$ cat src/rtl/vid_defs.svh
//==================================================
// video subsystem timing, text geometry and memory sizes
//==================================================
`ifndef VID_DEFS_SVH
`define VID_DEFS_SVH

// horizontal timing in pixel clocks
`define VID_H_VISIBLE    64
`define VID_H_FRONT      8
`define VID_H_SYNC       8
`define VID_H_BACK       16
`define VID_H_OFFSCREEN  (`VID_H_FRONT + `VID_H_SYNC + `VID_H_BACK)
`define VID_H_TOTAL      (`VID_H_OFFSCREEN + `VID_H_VISIBLE)   // 96 clocks per line

// vertical timing in lines, visible lines come first
`define VID_V_VISIBLE    32
`define VID_V_FRONT      2
`define VID_V_SYNC       2
`define VID_V_BACK       4
`define VID_V_TOTAL      (`VID_V_VISIBLE + `VID_V_FRONT + `VID_V_SYNC + `VID_V_BACK)

// active sync levels
`define VID_H_SYNC_POL   1'b0
`define VID_V_SYNC_POL   1'b0

// text geometry
`define VID_CHARS_WIDE   8        // cells per text row
`define VID_FONT_HEIGHT  16       // glyph rows per cell

// memory sizes
`define VID_VRAM_AW      10
`define VID_FONT_AW      12
`define VID_VRAM_DEPTH   (1 << `VID_VRAM_AW)
`define VID_FONT_DEPTH   (1 << `VID_FONT_AW)

`endif

$ cat src/rtl/vid_pkg.sv
//==================================================
// types shared by the video blocks and the testbench
//==================================================
`include "vid_defs.svh"

package vid_pkg;

    typedef logic [15:0] vram_word_t;   // {bg nibble, fg nibble, char code}
    typedef logic [7:0]  font_byte_t;   // glyph row, msb is leftmost pixel

    typedef struct packed {
        logic                    sel;   // port access this cycle
        logic                    we;    // write when set, else read
        logic [`VID_VRAM_AW-1:0] addr;
        vram_word_t              data;
    } vram_req_t;

    typedef struct packed {
        logic                    sel;
        logic                    we;
        logic [`VID_FONT_AW-1:0] addr;  // {char code, glyph row}
        font_byte_t              data;
    } font_req_t;

    typedef struct packed {
        logic [`VID_VRAM_AW-1:0] dest;  // first word address
        logic [`VID_VRAM_AW:0]   count; // words to write
        vram_word_t              start; // value of first word
        vram_word_t              step;  // added per word
    } fill_cmd_t;

    typedef struct packed {
        logic [3:0] r;
        logic [3:0] g;
        logic [3:0] b;
    } rgb_t;

    // classic IRGB colors, dark half then bright half
    localparam rgb_t default_palette [16] = '{
        12'h000, 12'h00A, 12'h0A0, 12'h0AA,
        12'hA00, 12'hA0A, 12'hAA0, 12'hAAA,
        12'h555, 12'h55F, 12'h5F5, 12'h5FF,
        12'hF55, 12'hF5F, 12'hFF5, 12'hFFF
    };

endpackage

$ cat src/rtl/vram_arbiter.sv
//==================================================
// video RAM port arbiter, slot owned by fetch or blitter
//==================================================
`timescale 1ns/1ps

module vram_arbiter (
    input  logic               clk,
    input  logic               reset_i,
    input  logic               blit_cycle_i,   // slot from video_gen, 1 = blitter
    input  vid_pkg::vram_req_t vid_req_i,
    input  vid_pkg::vram_req_t blt_req_i,
    output logic               blt_gnt_o,
    output vid_pkg::vram_req_t ram_req_o
);

    logic slot_clash;                                      // video request inside a blit slot
    logic slot_err_q;                                      // sticky, read by the bound checks

    always_comb begin
        slot_clash = blit_cycle_i && vid_req_i.sel;
        blt_gnt_o  = blit_cycle_i;
        // the blit slot drops any video request, the blitter keeps its grant
        ram_req_o  = blit_cycle_i ? blt_req_i : vid_req_i;
    end

    always_ff @(posedge clk) begin
        if (reset_i) begin
            slot_err_q <= 1'b0;
        end else if (slot_clash) begin
            slot_err_q <= 1'b1;
        end
    end

endmodule

$ cat config.mk
export PLATFORM = sky130hd
export DESIGN_NAME = vram_arbiter
export DESIGN_NICKNAME = d
export VERILOG_FILES = /design/src/rtl/vid_pkg.sv /design/src/rtl/vram_arbiter.sv
export VERILOG_INCLUDE_DIRS = /design/src /design/src/rtl
export SDC_FILE = /design/constraint.sdc
export NUM_CORES = 1
export LEC_CHECK = 0
export BUFFER_PORTS_ARGS = -buffer_cell sky130_fd_sc_hd__buf_2
export CAP_MARGIN = 0
export CORE_MARGIN = 2
export CORE_UTILIZATION = 29
export DETAILED_ROUTE_END_ITERATION = 12
export PLACE_DENSITY = 0.91
export SLEW_MARGIN = 20
export SYNTH_ARGS = -nofsm -noshare
export SYNTH_HDL_FRONTEND = slang
export SYNTH_SLANG_ARGS = --single-unit
$ cat constraint.sdc
create_clock -name vclk -period 2.8
set_input_delay 0.56 -clock vclk [all_inputs]
set_output_delay 0.56 -clock vclk [all_outputs]
set_load 0.01 [all_outputs]
==> out/results.txt <==
First-pass GRT wire length = 2150 um
Total Die Area = 1880 um^2
Final antenna-violating net count = 0
Post-Place Cell Area = 861 um^2
Fillers = 146
DP Worst Slack = 0.649 ns
Slew headroom = 0.749
GPL Wtd Cong = 0.687
Crit path DAT = 1.59 ns
Netlist cell types = 5
Synth cell count leaders = 20 x mux2_4, 8 x mux2_2, 2 x buf_12
Antenna diodes = 0
RSZ-0062 raised after global routing = false
Top-count cell post-synth = mux2_4
Seq cells = 0
Pint = 92.9 uW
Final core utilization = 0.585
Status = finished, final reports clean
Max Cap Viol = 0
P&R area growth vs syn = 91.6%
Post-synth top area share = 0.669
Period utilisation layout = 0.767
Via count = 593
GRT Residual Overflow = 0
Post-CTS Hold Fix Bufs = 0
Register Area = 0 um^2
Reg power frac = 0
Vias in the first global route = 568
Detailed Route Iter0 Violations = 2
Setup violators final = 0
Sequential share of the synthesized area = 0
Total GRT Usage = 0.140
Max-slew violations = 0
CP Max Fanout = 18
Setup_tns = 0 ns
Vias/cell = 4.53
Hold_ws = 1.43 ns
Number of clock buffers in the layout = 0
Switch share = 0.368
Chip Height = 43.4 um
Die span in x = 43.4 um
Layout cells sized above 1 = 1.00
Top Ports = 88
Leakage = 0.543 nW
Crit end category = output pin
Setup CP Type = primary input to output pin
Post-cts repair resize count = 0
Syn_nets = 91
Synth warn = 0
Area of the core = 1470 um^2
DRC Markers = 0
Comb power frac = 1.000
Hold Crit Depth = 3
Mapped cell area = 449 um^2
Final net count = 176
Clock Power Share = 0
Min cycle time layout = 2.15 ns
Initial antenna violation count = 0
CP Launch Type = primary input
Cells after Synth = 32
Final hold vios = 0
WHS Endpoint = ram_req_o[19]
Slew @ Worst Pin = 0.376 ns
Hold Path Origin = vid_req_i[19]
Fmax = 465 MHz
Net Sw Power = 54.2 uW
Drt first pass iters = 2
Initial Util = 0.305
Synthesized area per cell = 14.0 um^2
Worst path required time = 2.24 ns
Port bufs = 86
Dominant cells by area after synthesis = mux2_4 67%, mux2_2 20%, buf_12 8.9%
Synth area leader = mux2_4
Worst min-delay path category = primary input to output pin
Final instance area = 861 um^2
Largest net degree at the start of global routing = 19
Final WL = 1460 um
Avg WL per Cell = 11.2 um
Pwr/cell area = 171 nW/um^2
Cell Rows = 14
VDD IR max = 0.0947 mV
Setup Fix Bufs, Post-CTS = 0
Worst Slack Setup Final = 0.651 ns
==> cells in the final DEF, fill, tap and decap left out <==
master | synthesis | layout
buf_2 | 0 | 86
mux2_2 | 8 | 8
buf_12 | 2 | 1
mux2_4 | 20 | 20
==> cell type report <==
class | count | area (um^2) | share of cell area
multi-input cells | 28 | 390 | 0.453
well taps | 16 | 20.0 | 0.0233
repair buffers | 87 | 450 | 0.523
==> power by group through the flow <==
| stage | clock network [mW] | registers, mW | logic, mW |
|---|---|---|---|
| after floorplan | 0 | 0 | 0.0847 |
| after detailed placement | 0 | 0 | 0.149 |
| after global placement | 0 | 0 | 0.145 |
| after global routing | 0 | 0 | 0.158 |
| final | 0 | 0 | 0.147 |
| after CTS | 0 | 0 | 0.149 |
==> worst max path at each step <==
stage | startpoint | to | slack (ns) | cells after the start
2_1_floorplan | blit_cycle_i | ram_req_o[10] | 1.10 | 3
3_3_place_gp | blit_cycle_i | ram_req_o[0] | 0.68 | 4
3_5_place_dp | blit_cycle_i | ram_req_o[0] | 0.65 | 4
4_1_cts | blit_cycle_i | ram_req_o[0] | 0.65 | 4
5_1_grt | blit_cycle_i | ram_req_o[27] | 0.59 | 4
6_report | blit_cycle_i | ram_req_o[27] | 0.65 | 4
==> worst max-delay path, stage by stage <==
cell and delay [ns]:
buf_2 0.32, buf_12 0.22, mux2_2 0.34, buf_2 0.14
==> metrics by stage <==
step	cells	power, mW
final	131	0.147
after global routing	131	0.158
after CTS	131	0.149
after detailed placement	131	0.149
after global placement	131	0.145
after floorplan	32	0.0847
==> metal layers <==
| metal | part of all wire | global-route usage |
|---|---|---|
| met1 | 0.30 | 0.129 |
| met2 | 0.59 | 0.325 |
| met3 | 0.11 | 0.0167 |
| met4 | 0 | 0 |
| met5 | 0 | 0 |
==> logic make-up after synthesis <==
logic type             count (synthesis)  share of synthesized area
buffers and inverters                  4                      0.131
muxes                                 28                      0.869
Note: power is estimated with default switching activity, not from simulation.
