$ cat config.mk
export PLATFORM = sky130hd
export DESIGN_NAME = fill_blitter
export DESIGN_NICKNAME = d
export VERILOG_FILES = /design/src/rtl/vid_pkg.sv /design/src/rtl/fill_blitter.sv
export VERILOG_INCLUDE_DIRS = /design/src /design/src/rtl
export SDC_FILE = /design/constraint.sdc
export NUM_CORES = 1
export LEC_CHECK = 0
export BUFFER_PORTS_ARGS = -buffer_cell sky130_fd_sc_hd__buf_4
export CAP_MARGIN = 40
export CORE_MARGIN = 2
export CORE_UTILIZATION = 35
export CTS_BUF_LIST = sky130_fd_sc_hd__clkbuf_2
export CTS_CLUSTER_DIAMETER = 60
export DETAILED_ROUTE_END_ITERATION = 8
export SYNTH_ARGS = -nofsm -noshare
export SYNTH_HDL_FRONTEND = slang
export SYNTH_SLANG_ARGS = --single-unit
$ cat constraint.sdc
create_clock -name clk -period 3.8 [get_ports clk]
set_input_delay 0 -clock clk [delete_from_list [all_inputs] [get_ports clk]]
set_output_delay 0 -clock clk [all_outputs]
set_load 0.1 [all_outputs]
$ cat src/rtl/vid_defs.svh
//==================================================
// video subsystem timing, text geometry and memory sizes
//==================================================
`ifndef VID_DEFS_SVH
`define VID_DEFS_SVH

// horizontal timing in pixel clocks
`define VID_H_VISIBLE    64
`define VID_H_FRONT      8
`define VID_H_SYNC       8
`define VID_H_BACK       16
`define VID_H_OFFSCREEN  (`VID_H_FRONT + `VID_H_SYNC + `VID_H_BACK)
`define VID_H_TOTAL      (`VID_H_OFFSCREEN + `VID_H_VISIBLE)   // 96 clocks per line

// vertical timing in lines, visible lines come first
`define VID_V_VISIBLE    32
`define VID_V_FRONT      2
`define VID_V_SYNC       2
`define VID_V_BACK       4
`define VID_V_TOTAL      (`VID_V_VISIBLE + `VID_V_FRONT + `VID_V_SYNC + `VID_V_BACK)

// active sync levels
`define VID_H_SYNC_POL   1'b0
`define VID_V_SYNC_POL   1'b0

// text geometry
`define VID_CHARS_WIDE   8        // cells per text row
`define VID_FONT_HEIGHT  16       // glyph rows per cell

// memory sizes
`define VID_VRAM_AW      10
`define VID_FONT_AW      12
`define VID_VRAM_DEPTH   (1 << `VID_VRAM_AW)
`define VID_FONT_DEPTH   (1 << `VID_FONT_AW)

`endif

$ cat src/rtl/vid_pkg.sv
//==================================================
// types shared by the video blocks and the testbench
//==================================================
`include "vid_defs.svh"

package vid_pkg;

    typedef logic [15:0] vram_word_t;   // {bg nibble, fg nibble, char code}
    typedef logic [7:0]  font_byte_t;   // glyph row, msb is leftmost pixel

    typedef struct packed {
        logic                    sel;   // port access this cycle
        logic                    we;    // write when set, else read
        logic [`VID_VRAM_AW-1:0] addr;
        vram_word_t              data;
    } vram_req_t;

    typedef struct packed {
        logic                    sel;
        logic                    we;
        logic [`VID_FONT_AW-1:0] addr;  // {char code, glyph row}
        font_byte_t              data;
    } font_req_t;

    typedef struct packed {
        logic [`VID_VRAM_AW-1:0] dest;  // first word address
        logic [`VID_VRAM_AW:0]   count; // words to write
        vram_word_t              start; // value of first word
        vram_word_t              step;  // added per word
    } fill_cmd_t;

    typedef struct packed {
        logic [3:0] r;
        logic [3:0] g;
        logic [3:0] b;
    } rgb_t;

    // classic IRGB colors, dark half then bright half
    localparam rgb_t default_palette [16] = '{
        12'h000, 12'h00A, 12'h0A0, 12'h0AA,
        12'hA00, 12'hA0A, 12'hAA0, 12'hAAA,
        12'h555, 12'h55F, 12'h5F5, 12'h5FF,
        12'hF55, 12'hF5F, 12'hFF5, 12'hFFF
    };

endpackage

$ cat src/rtl/fill_blitter.sv
//==================================================
// fill blitter, writes start + i*step over a vram run
//==================================================
`timescale 1ns/1ps
`include "vid_defs.svh"

module fill_blitter (
    input  logic               clk,
    input  logic               reset_i,
    input  logic               start_i,
    input  vid_pkg::fill_cmd_t cmd_i,
    input  logic               gnt_i,          // port granted, one word written
    output vid_pkg::vram_req_t req_o,
    output logic               busy_o,
    output logic               done_o
);

    logic [`VID_VRAM_AW-1:0] addr_q;                       // next word address
    logic [`VID_VRAM_AW:0]   count_q;                      // words still to write
    vid_pkg::vram_word_t     value_q;                      // running fill value
    vid_pkg::vram_word_t     step_q;
    logic                    accept;
    logic                    advance;

    always_comb begin
        accept      = start_i && !busy_o;                  // start ignored while busy
        advance     = busy_o && gnt_i;
        req_o.sel   = busy_o;
        req_o.we    = 1'b1;
        req_o.addr  = addr_q;
        req_o.data  = value_q;
    end

    always_ff @(posedge clk) begin
        if (reset_i) begin
            busy_o <= 1'b0;
            done_o <= 1'b0;
        end else begin
            done_o <= 1'b0;
            if (accept) begin
                busy_o <= (cmd_i.count != '0);
                done_o <= (cmd_i.count == '0);             // empty run finishes at once
            end else if (advance && count_q == 1) begin
                busy_o <= 1'b0;                            // last word written
                done_o <= 1'b1;
            end
        end
    end

    always_ff @(posedge clk) begin
        if (accept) begin
            addr_q  <= cmd_i.dest;
            count_q <= cmd_i.count;
            value_q <= cmd_i.start;
            step_q  <= cmd_i.step;
        end else if (advance) begin
            addr_q  <= addr_q + 1'b1;
            count_q <= count_q - 1'b1;
            value_q <= value_q + step_q;
        end
    end

endmodule

==> flow_metrics.py <==
metrics = {
    "die": {
        "die_area_um2": 9760,
        "core_area_um2": 8720,
        "die_y_um": 98.8,
        "start_util_pct": 36.1,
        "rows": 34,
        "floorplan.die.width_um": 98.8,
        "design.portCount": 87,
    },
    "setup_path": {
        "cp_max_fo": 5,
        "worst_r2r_endpoint": "value_q[14]",
        "crit_path_max_incr_delay_ns": 0.48,
        "reg2regPathDepth": 7,
        "regToRegSetupSlack_ns": 1.24,
        "cp-startpoint": "value_q[0]",
        "path_class": "flop to flop",
        "worstPathRequired_ns": 4.09,
        "worst_ep_arrival_time_ns": 2.86,
        "cp_cell_sequence": "ha_1 > fa_1 > a21o_1 > a221o_1 > and3_4 > o31a_1 > o31ai_1",
        "critical_path.reg2reg.startpoint": "value_q[0]",
        "crit_path_start_kind": "flop",
        "crit_end": "value_q[14]",
        "slowest_cell_on_the_critical_path": "sky130_fd_sc_hd__edfxtp_1",
        "endpoint_kind": "flop",
    },
    "finish": {
        "area.sequential_um2": 1630,
        "diodes": 0,
        "design.final.nets": 525,
        "fillers": 788,
        "drive_gt1_share_pct": 21.6,
        "multiInputGateArea_um2": 1440,
        "synthToLayoutAreaGrowth_pct": 43.3,
        "finish.utilization_pct": 51.7,
    },
    "grt": {
        "vias_in_the_first_global_route": 2814,
        "global_route_congestion_overflow_total": 0,
        "grt_first_pass_wirelength_um": 13000,
        "grt_antenna_before_repair": 0,
        "grtUsageTotal_pct": 16.4,
        "grt_start_max_net_pins": 51,
    },
    "clock_network": {
        "cts_max_level": 2,
        "cts_root_buf": "sky130_fd_sc_hd__clkbuf_2",
        "cts.hold.buffers_added": 57,
        "cts_sinks": 55,
        "post_cts_buffers": 0,
        "cts-resized-gates": 0,
        "cts_inserted_buffers": 5,
        "clock_insertion_delay_worst_skew_ns": 0.44,
        "clockBufferDepth": 2,
        "cts_tree": "built",
        "cts.clk_slew.worst_paths_ns": 0.27,
    },
    "drt": {
        "drt_drc_violations_left": 0,
        "vias": 2797,
        "routed_via_density": 5.01,
        "drt-wirelength-per-cell_um": 14.4,
        "detail_route.iter0.violations": 116,
        "totalWireLength_um": 8040,
        "first_pass_iters": 4,
        "route.antenna.remaining_nets": 0,
    },
    "run": {
        "drv_cap": 0,
    },
    "min_path": {
        "hold_path.startpoint": "gnt_i",
        "hp-class": "input port to flop",
    },
    "synthesis": {
        "yosys.cell_types.count": 45,
        "syn_inst": 307,
        "syn_area_um2": 3150,
        "syn-mean-instance-area_um2": 10.2,
        "part_of_the_yosys_area_used_for_sequential_elements_pct": 51.9,
        "syn-num-nets": 383,
        "top_reg_cell_synth": "sky130_fd_sc_hd__edfxtp_1",
        "number_of_enable_type_register_cells_in_the_synthesized_netlist": 53,
        "ys_async_sr_fraction_pct": 0,
        "ys.warnings.count": 0,
        "ys_seq_elements": 55,
    },
    "timing": {
        "worst_slew_margin_rel_pct": 47.9,
        "worst_clock_skew_ns": 0.0148,
        "totalNegativeSetupSlack_ns": 0,
        "achievable-frequency_ghz": 0.391,
        "hold_viol": 0,
        "setup_viol_count_final": 0,
        "grt_setup_unrepaired": "false",
        "fin_crit_sh_pct": 67.4,
        "timing_worst_slew_pin_value_ns": 0.780,
        "worst_slack_ns": 1.24,
        "period_minus_slack_ns": 2.56,
        "timing_max_transition_violations_final": 0,
    },
    "pwr": {
        "irDropWorstVdd_mv": 0.231,
        "power.density_nw_per_um2": 459,
        "leakagePower_nw": 1.83,
    },
    "placed_design": {
        "dp_hpwl_um": 5560,
        "gpl.final_weighted_congestion": 0.800,
        "placement.setup.worst_slack_ns": 1.31,
        "io_buffer_count": 85,
    },
    "status": {
        "run_status": "complete, no violations",
    },
}
-- kinds of logic (layout without fill, tap and decap cells) --
group / after synthesis / after routing / share of synthesized area, %
fa+ha+maj: 19 / 19 / 7.80
flops: 55 / 55 / 51.9
simple gates: 110 / 110 / 15.8
other cells: 1 / 1 / 0.119
mux: 1 / 1 / 0.318
xor+xnor: 26 / 26 / 7.24
buf+inv: 19 / 162 / 2.51
compound gates: 76 / 76 / 14.4
-- flip-flops by register name, summed over array words and instances (netlist names) --
register	flops
value_q	16
count_q	11
addr_q	10
done_o	1
busy_o	1
step_q	16
-- metrics by stage --
step                      total power, mW  hold WS (ns)  instance area [um^2]  instances
after floorplan                      1.58        0.0691                  3150        307
after detailed placement             1.81         0.175                  3900        493
after CTS                            2.09       0.00130                  4510        558
after global routing                 2.20        0.0233                  4510        558
final                                2.07        0.0194                  4510        558
after global placement               1.80         0.178                  3900        493
-- Yosys cell counts, types with 2 or more instances --
cell	instances	area share [%]
sky130_fd_sc_hd__a21oi_1	24	3.8
sky130_fd_sc_hd__o211ai_1	3	0.72
sky130_fd_sc_hd__nor3_1	6	0.95
sky130_fd_sc_hd__ha_1	18	7.2
sky130_fd_sc_hd__o22ai_1	2	0.40
sky130_fd_sc_hd__nand3_1	12	1.9
sky130_fd_sc_hd__nand4_1	4	0.80
sky130_fd_sc_hd__buf_4	2	0.48
sky130_fd_sc_hd__xor2_1	10	2.8
sky130_fd_sc_hd__o21ai_0	26	4.1
sky130_fd_sc_hd__nand2_1	49	5.8
sky130_fd_sc_hd__dfxtp_1	2	1.3
sky130_fd_sc_hd__or3_1	2	0.40
sky130_fd_sc_hd__nor4_1	4	0.80
sky130_fd_sc_hd__a21o_1	5	1.2
sky130_fd_sc_hd__nor2_1	24	2.9
sky130_fd_sc_hd__inv_1	7	0.84
sky130_fd_sc_hd__a31oi_1	3	0.60
sky130_fd_sc_hd__xnor2_1	16	4.5
sky130_fd_sc_hd__clkbuf_1	9	1.1
sky130_fd_sc_hd__a21boi_0	2	0.48
sky130_fd_sc_hd__and3_1	2	0.40
sky130_fd_sc_hd__edfxtp_1	53	51
-- critical path: cells and delay by family, from the launching register on --
| kind | cells | cell delay (ns) |
|---|---|---|
| AND/OR/NAND/NOR | 1 | 0.22 |
| adder cells (fa/ha/maj) | 2 | 0.67 |
| AO/OA/AOI/OAI | 4 | 1.05 |
| flip-flops | 1 | 0.48 |
-- layout by cell type, fill, tap and decap left out, types with 2 or more instances in the layout --
cell type                        n
sky130_fd_sc_hd__a21o_1          5
sky130_fd_sc_hd__nand4_1         4
sky130_fd_sc_hd__a31oi_1         3
sky130_fd_sc_hd__ha_1           18
sky130_fd_sc_hd__buf_4          89
sky130_fd_sc_hd__clkbuf_2        6
sky130_fd_sc_hd__and3_1          2
sky130_fd_sc_hd__nand2_1        49
sky130_fd_sc_hd__clkinv_1        2
sky130_fd_sc_hd__or3_1           2
sky130_fd_sc_hd__nor2_1         24
sky130_fd_sc_hd__a21boi_0        2
sky130_fd_sc_hd__a21oi_1        24
sky130_fd_sc_hd__xor2_1         10
sky130_fd_sc_hd__nor4_1          4
sky130_fd_sc_hd__o22ai_1         2
sky130_fd_sc_hd__nor3_1          6
sky130_fd_sc_hd__xnor2_1        16
sky130_fd_sc_hd__dfxtp_1         2
sky130_fd_sc_hd__o211ai_1        3
sky130_fd_sc_hd__o21ai_0        26
sky130_fd_sc_hd__dlygate4sd3_1  57
sky130_fd_sc_hd__inv_1           7
sky130_fd_sc_hd__nand3_1        12
sky130_fd_sc_hd__edfxtp_1       53
-- report_power, final --
part	switching (mW)	total (mW)	internal (mW)
clock	0.187	0.231	0.0443
sequential	0.0560	0.833	0.777
combinational	0.683	1.01	0.323
total	0.926	2.07	1.14
-- layout make-up --
| type | count | area share (%) |
|---|---|---|
| repair buffers | 146 | 27.5 |
| clock inverters | 2 | 0.167 |
| multi-input cells | 233 | 31.8 |
| well taps | 108 | 3.00 |
| clock buffers | 6 | 0.666 |
| inverters | 8 | 0.666 |
| flip-flops and latches | 55 | 36.2 |
-- routing by layer --
metal | GRT usage, % | part of all wire, %
met1 | 21.8 | 46
met3 | 3.90 | 6.0
met5 | 0 | 0
met2 | 27.0 | 47
met4 | 4.21 | 0.87
-- worst min path at each step --
stage	end	cells past startpoint
6_report	done_o	5
2_1_floorplan	done_o	1
4_1_cts	done_o	5
3_3_place_gp	busy_o	2
5_1_grt	done_o	5
3_5_place_dp	busy_o	2
No activity file was read; power rests on OpenSTA's default activity.
