**src/rtl/vid_defs.svh**
```systemverilog
//==================================================
// video subsystem timing, text geometry and memory sizes
//==================================================
`ifndef VID_DEFS_SVH
`define VID_DEFS_SVH

// horizontal timing in pixel clocks
`define VID_H_VISIBLE    64
`define VID_H_FRONT      8
`define VID_H_SYNC       8
`define VID_H_BACK       16
`define VID_H_OFFSCREEN  (`VID_H_FRONT + `VID_H_SYNC + `VID_H_BACK)
`define VID_H_TOTAL      (`VID_H_OFFSCREEN + `VID_H_VISIBLE)   // 96 clocks per line

// vertical timing in lines, visible lines come first
`define VID_V_VISIBLE    32
`define VID_V_FRONT      2
`define VID_V_SYNC       2
`define VID_V_BACK       4
`define VID_V_TOTAL      (`VID_V_VISIBLE + `VID_V_FRONT + `VID_V_SYNC + `VID_V_BACK)

// active sync levels
`define VID_H_SYNC_POL   1'b0
`define VID_V_SYNC_POL   1'b0

// text geometry
`define VID_CHARS_WIDE   8        // cells per text row
`define VID_FONT_HEIGHT  16       // glyph rows per cell

// memory sizes
`define VID_VRAM_AW      10
`define VID_FONT_AW      12
`define VID_VRAM_DEPTH   (1 << `VID_VRAM_AW)
`define VID_FONT_DEPTH   (1 << `VID_FONT_AW)

`endif

```
**src/rtl/vid_pkg.sv**
```systemverilog
//==================================================
// types shared by the video blocks and the testbench
//==================================================
`include "vid_defs.svh"

package vid_pkg;

    typedef logic [15:0] vram_word_t;   // {bg nibble, fg nibble, char code}
    typedef logic [7:0]  font_byte_t;   // glyph row, msb is leftmost pixel

    typedef struct packed {
        logic                    sel;   // port access this cycle
        logic                    we;    // write when set, else read
        logic [`VID_VRAM_AW-1:0] addr;
        vram_word_t              data;
    } vram_req_t;

    typedef struct packed {
        logic                    sel;
        logic                    we;
        logic [`VID_FONT_AW-1:0] addr;  // {char code, glyph row}
        font_byte_t              data;
    } font_req_t;

    typedef struct packed {
        logic [`VID_VRAM_AW-1:0] dest;  // first word address
        logic [`VID_VRAM_AW:0]   count; // words to write
        vram_word_t              start; // value of first word
        vram_word_t              step;  // added per word
    } fill_cmd_t;

    typedef struct packed {
        logic [3:0] r;
        logic [3:0] g;
        logic [3:0] b;
    } rgb_t;

    // classic IRGB colors, dark half then bright half
    localparam rgb_t default_palette [16] = '{
        12'h000, 12'h00A, 12'h0A0, 12'h0AA,
        12'hA00, 12'hA0A, 12'hAA0, 12'hAAA,
        12'h555, 12'h55F, 12'h5F5, 12'h5FF,
        12'hF55, 12'hF5F, 12'hFF5, 12'hFFF
    };

endpackage

```
**src/rtl/video_gen.sv**
```systemverilog
//==================================================
// text-mode raster generator: sync timing, cell fetch
// sequencer, glyph shifter and palette lookup
//==================================================
`timescale 1ns/1ps
`include "vid_defs.svh"

module video_gen (
    input  logic                clk,
    input  logic                reset_i,
    input  logic                enable_i,
    output logic                blit_cycle_o,  // 1 lets the blitter own the vram port
    output vid_pkg::vram_req_t  vram_req_o,
    input  vid_pkg::vram_word_t vram_data_i,
    output vid_pkg::font_req_t  font_req_o,
    input  vid_pkg::font_byte_t font_data_i,
    output logic [3:0]          red_o,
    output logic [3:0]          green_o,
    output logic [3:0]          blue_o,
    output logic                hsync_o,
    output logic                vsync_o,
    output logic                dv_de_o
);

    localparam int HW = $clog2(`VID_H_TOTAL);
    localparam int VW = $clog2(`VID_V_TOTAL);
    localparam int FW = $clog2(`VID_FONT_HEIGHT);
    localparam logic [HW-1:0] H_MEM_BEGIN = HW'(`VID_H_OFFSCREEN - 9);  // prime the shifter
    localparam logic [HW-1:0] H_MEM_END   = HW'(`VID_H_TOTAL - 9);
    localparam logic [`VID_VRAM_AW-1:0] ROW_STEP = `VID_VRAM_AW'(`VID_CHARS_WIDE);
    localparam logic [1:0] ST_PRE  = 2'd0;                  // front porch
    localparam logic [1:0] ST_SYNC = 2'd1;
    localparam logic [1:0] ST_POST = 2'd2;                  // back porch
    localparam logic [1:0] ST_VIS  = 2'd3;

    logic [1:0]              h_state, h_state_next, v_state, v_state_next;
    logic [HW-1:0]           h_count, h_thr;
    logic [VW-1:0]           v_count, v_thr;
    logic                    h_last, v_last;               // last pixel of line / frame
    logic                    mem_fetch, mem_fetch_next, mem_fetch_sync;
    logic                    fetch_on, fetch_next;         // fetch window while enabled
    logic [2:0]              char_x, char_x_next;
    logic [FW-1:0]           char_y;
    logic [`VID_VRAM_AW-1:0] text_addr, line_addr;
    logic                    vram_sel_q, font_sel_q;
    logic                    tg_enable;                    // enable sampled at frame end
    logic                    dv_ena;
    vid_pkg::font_byte_t     shift_q;                      // glyph row shifting out msb first
    logic [7:0]              color_q, color_tmp;           // {bg, fg} for current / next cell
    logic [3:0]              pix_idx;
    vid_pkg::rgb_t           palette_q [16];

    always_comb begin
        case (h_state)                                     // last count of each h phase
            ST_PRE:  h_thr = HW'(`VID_H_FRONT - 1);
            ST_SYNC: h_thr = HW'(`VID_H_FRONT + `VID_H_SYNC - 1);
            ST_POST: h_thr = HW'(`VID_H_OFFSCREEN - 1);
            default: h_thr = HW'(`VID_H_TOTAL - 1);
        endcase
        case (v_state)                                     // last line of each v phase
            ST_PRE:  v_thr = VW'(`VID_V_VISIBLE + `VID_V_FRONT - 1);
            ST_SYNC: v_thr = VW'(`VID_V_VISIBLE + `VID_V_FRONT + `VID_V_SYNC - 1);
            ST_POST: v_thr = VW'(`VID_V_TOTAL - 1);
            default: v_thr = VW'(`VID_V_VISIBLE - 1);
        endcase
        h_state_next   = (h_count == h_thr) ? h_state + 2'd1 : h_state;
        h_last         = (h_state == ST_VIS) && (h_count == h_thr);
        v_state_next   = (h_last && v_count == v_thr) ? v_state + 2'd1 : v_state;
        v_last         = h_last && (v_state == ST_POST) && (v_count == v_thr);
        mem_fetch_next = (v_state == ST_VIS && h_count == (mem_fetch ? H_MEM_END : H_MEM_BEGIN))
                         ? !mem_fetch : mem_fetch;
        mem_fetch_sync = !mem_fetch && mem_fetch_next;     // window opens, realign cell
        fetch_on       = tg_enable && mem_fetch;
        fetch_next     = tg_enable && mem_fetch_next;
        char_x_next    = mem_fetch_sync ? 3'd0 : char_x + 3'd1;
        dv_ena         = tg_enable && (h_state == ST_VIS) && (v_state == ST_VIS);
        pix_idx        = shift_q[7] ? color_q[3:0] : color_q[7:4];
    end

    // read requests, font address follows the vram word directly
    always_comb begin
        vram_req_o.sel  = vram_sel_q;
        vram_req_o.we   = 1'b0;
        vram_req_o.addr = text_addr;
        vram_req_o.data = '0;
        font_req_o.sel  = font_sel_q;
        font_req_o.we   = 1'b0;
        font_req_o.addr = {vram_data_i[7:0], char_y};
        font_req_o.data = '0;
    end

    always_ff @(posedge clk) begin
        if (reset_i) begin
            h_state      <= ST_PRE;                        // start in front porch of line 0
            v_state      <= ST_VIS;
            h_count      <= '0;
            v_count      <= '0;
            mem_fetch    <= 1'b0;
            char_x       <= '0;
            char_y       <= '0;
            text_addr    <= '0;
            line_addr    <= '0;
            tg_enable    <= 1'b0;
            blit_cycle_o <= 1'b0;
            vram_sel_q   <= 1'b0;
            font_sel_q   <= 1'b0;
            palette_q    <= vid_pkg::default_palette;
            red_o        <= '0;
            green_o      <= '0;
            blue_o       <= '0;
            hsync_o      <= !`VID_H_SYNC_POL;
            vsync_o      <= !`VID_V_SYNC_POL;
            dv_de_o      <= 1'b0;
        end else begin
            h_state   <= h_state_next;
            v_state   <= v_state_next;
            h_count   <= h_last ? '0 : h_count + 1'b1;
            mem_fetch <= mem_fetch_next;
            char_x    <= char_x_next;
            if (h_last) begin
                v_count <= v_last ? '0 : v_count + 1'b1;
            end
            // video owns the port for cell columns 4 and 5
            blit_cycle_o <= !(fetch_next && (char_x_next == 3'd4 || char_x_next == 3'd5));
            vram_sel_q   <= fetch_next && (char_x_next == 3'd4);
            font_sel_q   <= fetch_next && (char_x_next == 3'd5);
            if (fetch_on && char_x == 3'd7) begin
                text_addr <= text_addr + 1'b1;             // next char+attribute
            end
            if (h_last) begin
                if (char_y == FW'(`VID_FONT_HEIGHT - 1)) begin
                    char_y    <= '0;
                    line_addr <= line_addr + ROW_STEP;     // next text row
                    text_addr <= line_addr + ROW_STEP;
                end else begin
                    char_y    <= char_y + 1'b1;
                    text_addr <= line_addr;                // rescan same text row
                end
            end
            if (v_last) begin
                tg_enable <= enable_i;
                char_y    <= '0;
                text_addr <= '0;
                line_addr <= '0;
            end
            red_o   <= '0;                                 // black outside display
            green_o <= '0;
            blue_o  <= '0;
            if (dv_ena) begin
                red_o   <= palette_q[pix_idx].r;
                green_o <= palette_q[pix_idx].g;
                blue_o  <= palette_q[pix_idx].b;
            end
            hsync_o <= (h_state == ST_SYNC) ? `VID_H_SYNC_POL : !`VID_H_SYNC_POL;
            vsync_o <= (v_state == ST_SYNC) ? `VID_V_SYNC_POL : !`VID_V_SYNC_POL;
            dv_de_o <= dv_ena;
        end
    end

    // cell payload, loaded at char_x 5 and 7
    always_ff @(posedge clk) begin
        shift_q <= {shift_q[6:0], 1'b0};
        if (fetch_on && char_x == 3'd5) begin
            color_tmp <= vram_data_i[15:8];                // attribute of next cell
        end
        if (fetch_on && char_x == 3'd7) begin
            shift_q <= font_data_i;
            color_q <= color_tmp;
        end
    end

endmodule

```
**config.mk**
```make
export PLATFORM = sky130hd
export DESIGN_NAME = video_gen
export DESIGN_NICKNAME = d
export VERILOG_FILES = /design/src/rtl/vid_pkg.sv /design/src/rtl/video_gen.sv
export VERILOG_INCLUDE_DIRS = /design/src /design/src/rtl
export SDC_FILE = /design/constraint.sdc
export NUM_CORES = 1
export LEC_CHECK = 0
export BUFFER_PORTS_ARGS = -buffer_cell sky130_fd_sc_hd__buf_2
export CORE_MARGIN = 2
export CORE_UTILIZATION = 42
export DETAILED_ROUTE_END_ITERATION = 12
export HOLD_SLACK_MARGIN = 0.08
export PLACE_DENSITY = 0.66
export SYNTH_ARGS = -nofsm -noshare
export SYNTH_HDL_FRONTEND = slang
export SYNTH_SLANG_ARGS = --single-unit
```
**constraint.sdc**
```tcl
create_clock -name clk -period 5.6 [get_ports clk]
set_input_delay 1.12 -clock clk [delete_from_list [all_inputs] [get_ports clk]]
set_output_delay 1.12 -clock clk [all_outputs]
set_load 0.01 [all_outputs]
```
==> flow_metrics.py <==
metrics = {
    "outcome": {
        "status": "complete, no violations",
    },
    "floorplanning": {
        "core_mm2": 0.008299,
        "rows": 33,
        "initial_core_util_pct": 43.60,
        "die_w_um": 96.82,
        "die_y_um": 96.82,
        "die_area_mm2": 0.009374,
        "ioPinCount": 93,
    },
    "worst_hold_path": {
        "min_path_type": "flop to flop",
    },
    "sta": {
        "max_freq_mhz": 411.8,
        "slew_violations": 0,
        "timing.final.hold_violations": 0,
        "setup_violations": 0,
        "grt_setup_unrepaired": "false",
        "min_period_ns": 2.429,
        "clock_skew_ns": 0.01002,
        "max-slew-margin-rel_pct": 51.65,
        "worst_slew_pin_slew_ns": 0.7245,
        "finalSetupTns_ns": 0,
        "fin_crit_sh_pct": 43.37,
    },
    "clock_tree": {
        "cts_resized": 0,
        "cts.sinks": 77,
        "numCtsBuffers": 9,
        "cts_hold_buf": 0,
        "htreeDepth": 3,
        "clockRootBuffer": "clkbuf_8",
        "insertion_delay_ns": 0.35,
        "clk_path_buf_depth": 2,
        "cts_tree": "done",
        "clk_pin_slew_ns": 0.09,
        "post_cts_buffers": 0,
    },
    "logic_synthesis": {
        "yosysSeqAreaShare_pct": 47.03,
        "synth_top_flop_cell": "dfxtp_1",
        "syn_avg_cell_area_um2": 10.14,
        "yosys_warnings": 0,
        "synthesis.area_mm2": 0.003618,
        "async_reset_ff_share_pct": 0,
        "synth-edff-count": 16,
        "synthCells": 357,
        "yosys.area.top_type": "dfxtp_1",
        "synth_cell_types": 48,
        "yosys-top-cells-area": "dfxtp_1 34%, edfxtp_1 13%, buf_4 9.3%",
        "synth-seq-cells": 77,
        "synth_top_area_share_pct": 33.75,
    },
    "final_layout": {
        "layout_common_cells": "61 x dfxtp_1, 50 x buf_2, 45 x nor2_1, 26 x conb_1, 23 x nand2_1",
        "area_growth_pct": 7.365,
        "design_area_mm2": 0.003885,
        "fill_cells": 783,
        "drive_gt1_share_pct": 20.25,
        "layout.area.seq_mm2": 0.001702,
        "fin_util_pct": 46.81,
        "nets": 434,
        "antenna_cells": 0,
        "multi_input_comb_area_mm2": 0.001573,
        "layout_commonest_cell": "dfxtp_1",
    },
    "critical_path": {
        "cp-start-kind": "flop",
        "path_delay_family": "buffers and inverters",
        "path_buf_inv": 1,
        "critical_path.cell_chain": "ha_1 > ha_1 > nand3_1 > inv_1 > and3_1 > nand3_1 > xor2_1 > a211oi_1",
        "worstPathArrival_ns": 2.67,
        "cp_max_fo": 20,
        "worstSetupPathType": "flop to flop",
        "crit_path_end_kind": "flop",
        "critPathMaxStageDelay_ns": 0.56,
        "critPathRequiredTime_ns": 5.85,
        "cp_slowest_cell": "inv_1",
    },
    "global_routing": {
        "grt_max_degree": 22,
        "grt_pass1_wl_mm": 10.42,
        "grt_use_total_pct": 13.48,
        "grt_pass1_vias": 2214,
        "overflow": 0,
        "antenna_found_initial": 0,
    },
    "placement": {
        "dp_hpwl_mm": 4.444,
        "io_buffer_count": 50,
        "placed_area_mm2": 0.003699,
        "routabilityCongestion": 0.7613,
    },
    "drt": {
        "drt_iter0_markers": 87,
        "wl_per_cell_um": 12.35,
        "route.detailed.drc": 0,
        "detail-route-antenna-nets": 0,
        "vias": 2357,
        "drt_wl_total_mm": 6.176,
        "viasPerCell": 4.714,
        "drtPass1Iterations": 4,
    },
    "power": {
        "power.density_mw_per_mm2": 255.8,
        "ir_worst_vdd_mv": 0.1409,
        "p_clk_share_pct": 39.6,
        "seq_power_share_pct": 57.5,
        "p_int_mw": 0.7469,
        "p_comb_share_pct": 3.0,
        "p_leak_nw": 1.614,
        "swShare_pct": 24.83,
        "p_switching_mw": 0.2468,
    },
    "run": {
        "drv_cap": 0,
    },
}
==> power by group through the flow <==
| stage | combinational (mW) | sequential (mW) | clock [mW] |
|---|---|---|---|
| 2_1_floorplan | 0.0398 | 0.583 | 0 |
| 3_3_place_gp | 0.0289 | 0.584 | 0 |
| 3_5_place_dp | 0.0292 | 0.584 | 0 |
| 4_1_cts | 0.0295 | 0.571 | 0.405 |
| 5_1_grt | 0.0331 | 0.572 | 0.430 |
| 6_report | 0.0295 | 0.571 | 0.393 |
==> cells in the mapped netlist, types with 2 or more instances <==
| cell | number |
|---|---|
| a211oi_1 | 7 |
| mux2_2 | 7 |
| a21oi_1 | 12 |
| or3_1 | 2 |
| nand2b_1 | 2 |
| and4_1 | 2 |
| buf_6 | 2 |
| buf_4 | 45 |
| ha_1 | 17 |
| xor2_1 | 17 |
| nand2_1 | 23 |
| nand4_1 | 7 |
| nor2_1 | 45 |
| inv_1 | 9 |
| edfxtp_1 | 16 |
| clkbuf_1 | 2 |
| nor4_1 | 2 |
| and3_1 | 2 |
| nor3_1 | 9 |
| nand3_1 | 13 |
| mux2i_1 | 8 |
| dfxtp_1 | 61 |
| xnor2_1 | 18 |
| o21ai_0 | 5 |
==> stage by stage <==
step           total power [mW]  cells  setup WS, ns  hold slack, ns
2_1_floorplan            0.6232    382         3.241          0.4003
3_3_place_gp             0.6128    484         3.208          0.4003
3_5_place_dp             0.6132    484         3.162          0.4054
4_1_cts                   1.005    500         3.130          0.4274
5_1_grt                   1.035    500         2.958          0.4357
6_report                 0.9937    500         3.171          0.4215
==> per-layer routing <==
metal	track usage, %	wire (um)	up-vias	part of all wire (%)
met1	17.50	2903	1081	47
met3	2.673	288	10	4.7
met5	0	0	-	0
met4	6.934	99	0	1.6
met2	21.31	2884	61	47
li1	-	-	1205	-
==> sequential cells by signal (all words and copies together), names as in the netlist, 2 cells and up <==
name / flops
h_state: 2
text_addr: 10
char_y: 4
v_state: 2
red_o: 2
shift_q: 8
line_addr: 7
v_count: 6
color_tmp: 8
h_count: 7
color_q: 8
char_x: 3
==> cell type report <==
type	instances	share of cell area (%)
sequential	77	43.80
multi-input combinational	242	40.48
timing repair buffer	50	6.441
tap	105	3.382
clock buffer	9	3.188
clock inverter	7	1.610
inverter	10	1.095
==> worst reg2reg max path, cell delays in order, from the launching register on <==
cell and delay (ns):
dfxtp_1 0.43, ha_1 0.18, ha_1 0.16, nand3_1 0.10, inv_1 0.56, and3_1 0.33
nand3_1 0.11, xor2_1 0.16, a211oi_1 0.30
==> kinds of logic (layout without fill, tap and decap cells) <==
logic type               count (synthesis)  after routing  share of synthesized area (%)
adder cells (fa/ha/maj)                 17             17                          5.878
other                                    1             26                         0.1036
flip-flops                              77             77                          47.03
multiplexers                            15             15                          4.392
buffers and inverters                   63             76                          12.10
AO/OA/AOI/OAI                           29             29                          5.222
XOR/XNOR                                35             35                          8.472
AND/OR/NAND/NOR                        120            120                          16.80
==> worst paths after layout <==
path | from | endpoint | slack (ns) | cells after the start
max reg2reg | char_x[0]$_SDFF_PP0_ | text_addr[9]$_SDFFE_PP0P_ | 3.17 | 8
max | char_x[0]$_SDFF_PP0_ | text_addr[9]$_SDFFE_PP0P_ | 3.17 | 8
min | color_tmp[4]$_DFFE_PP_ | color_q[4]$_DFFE_PP_ | 0.42 | 0
min reg2reg | color_tmp[4]$_DFFE_PP_ | color_q[4]$_DFFE_PP_ | 0.42 | 0
Power figures use the tool's default switching activity.
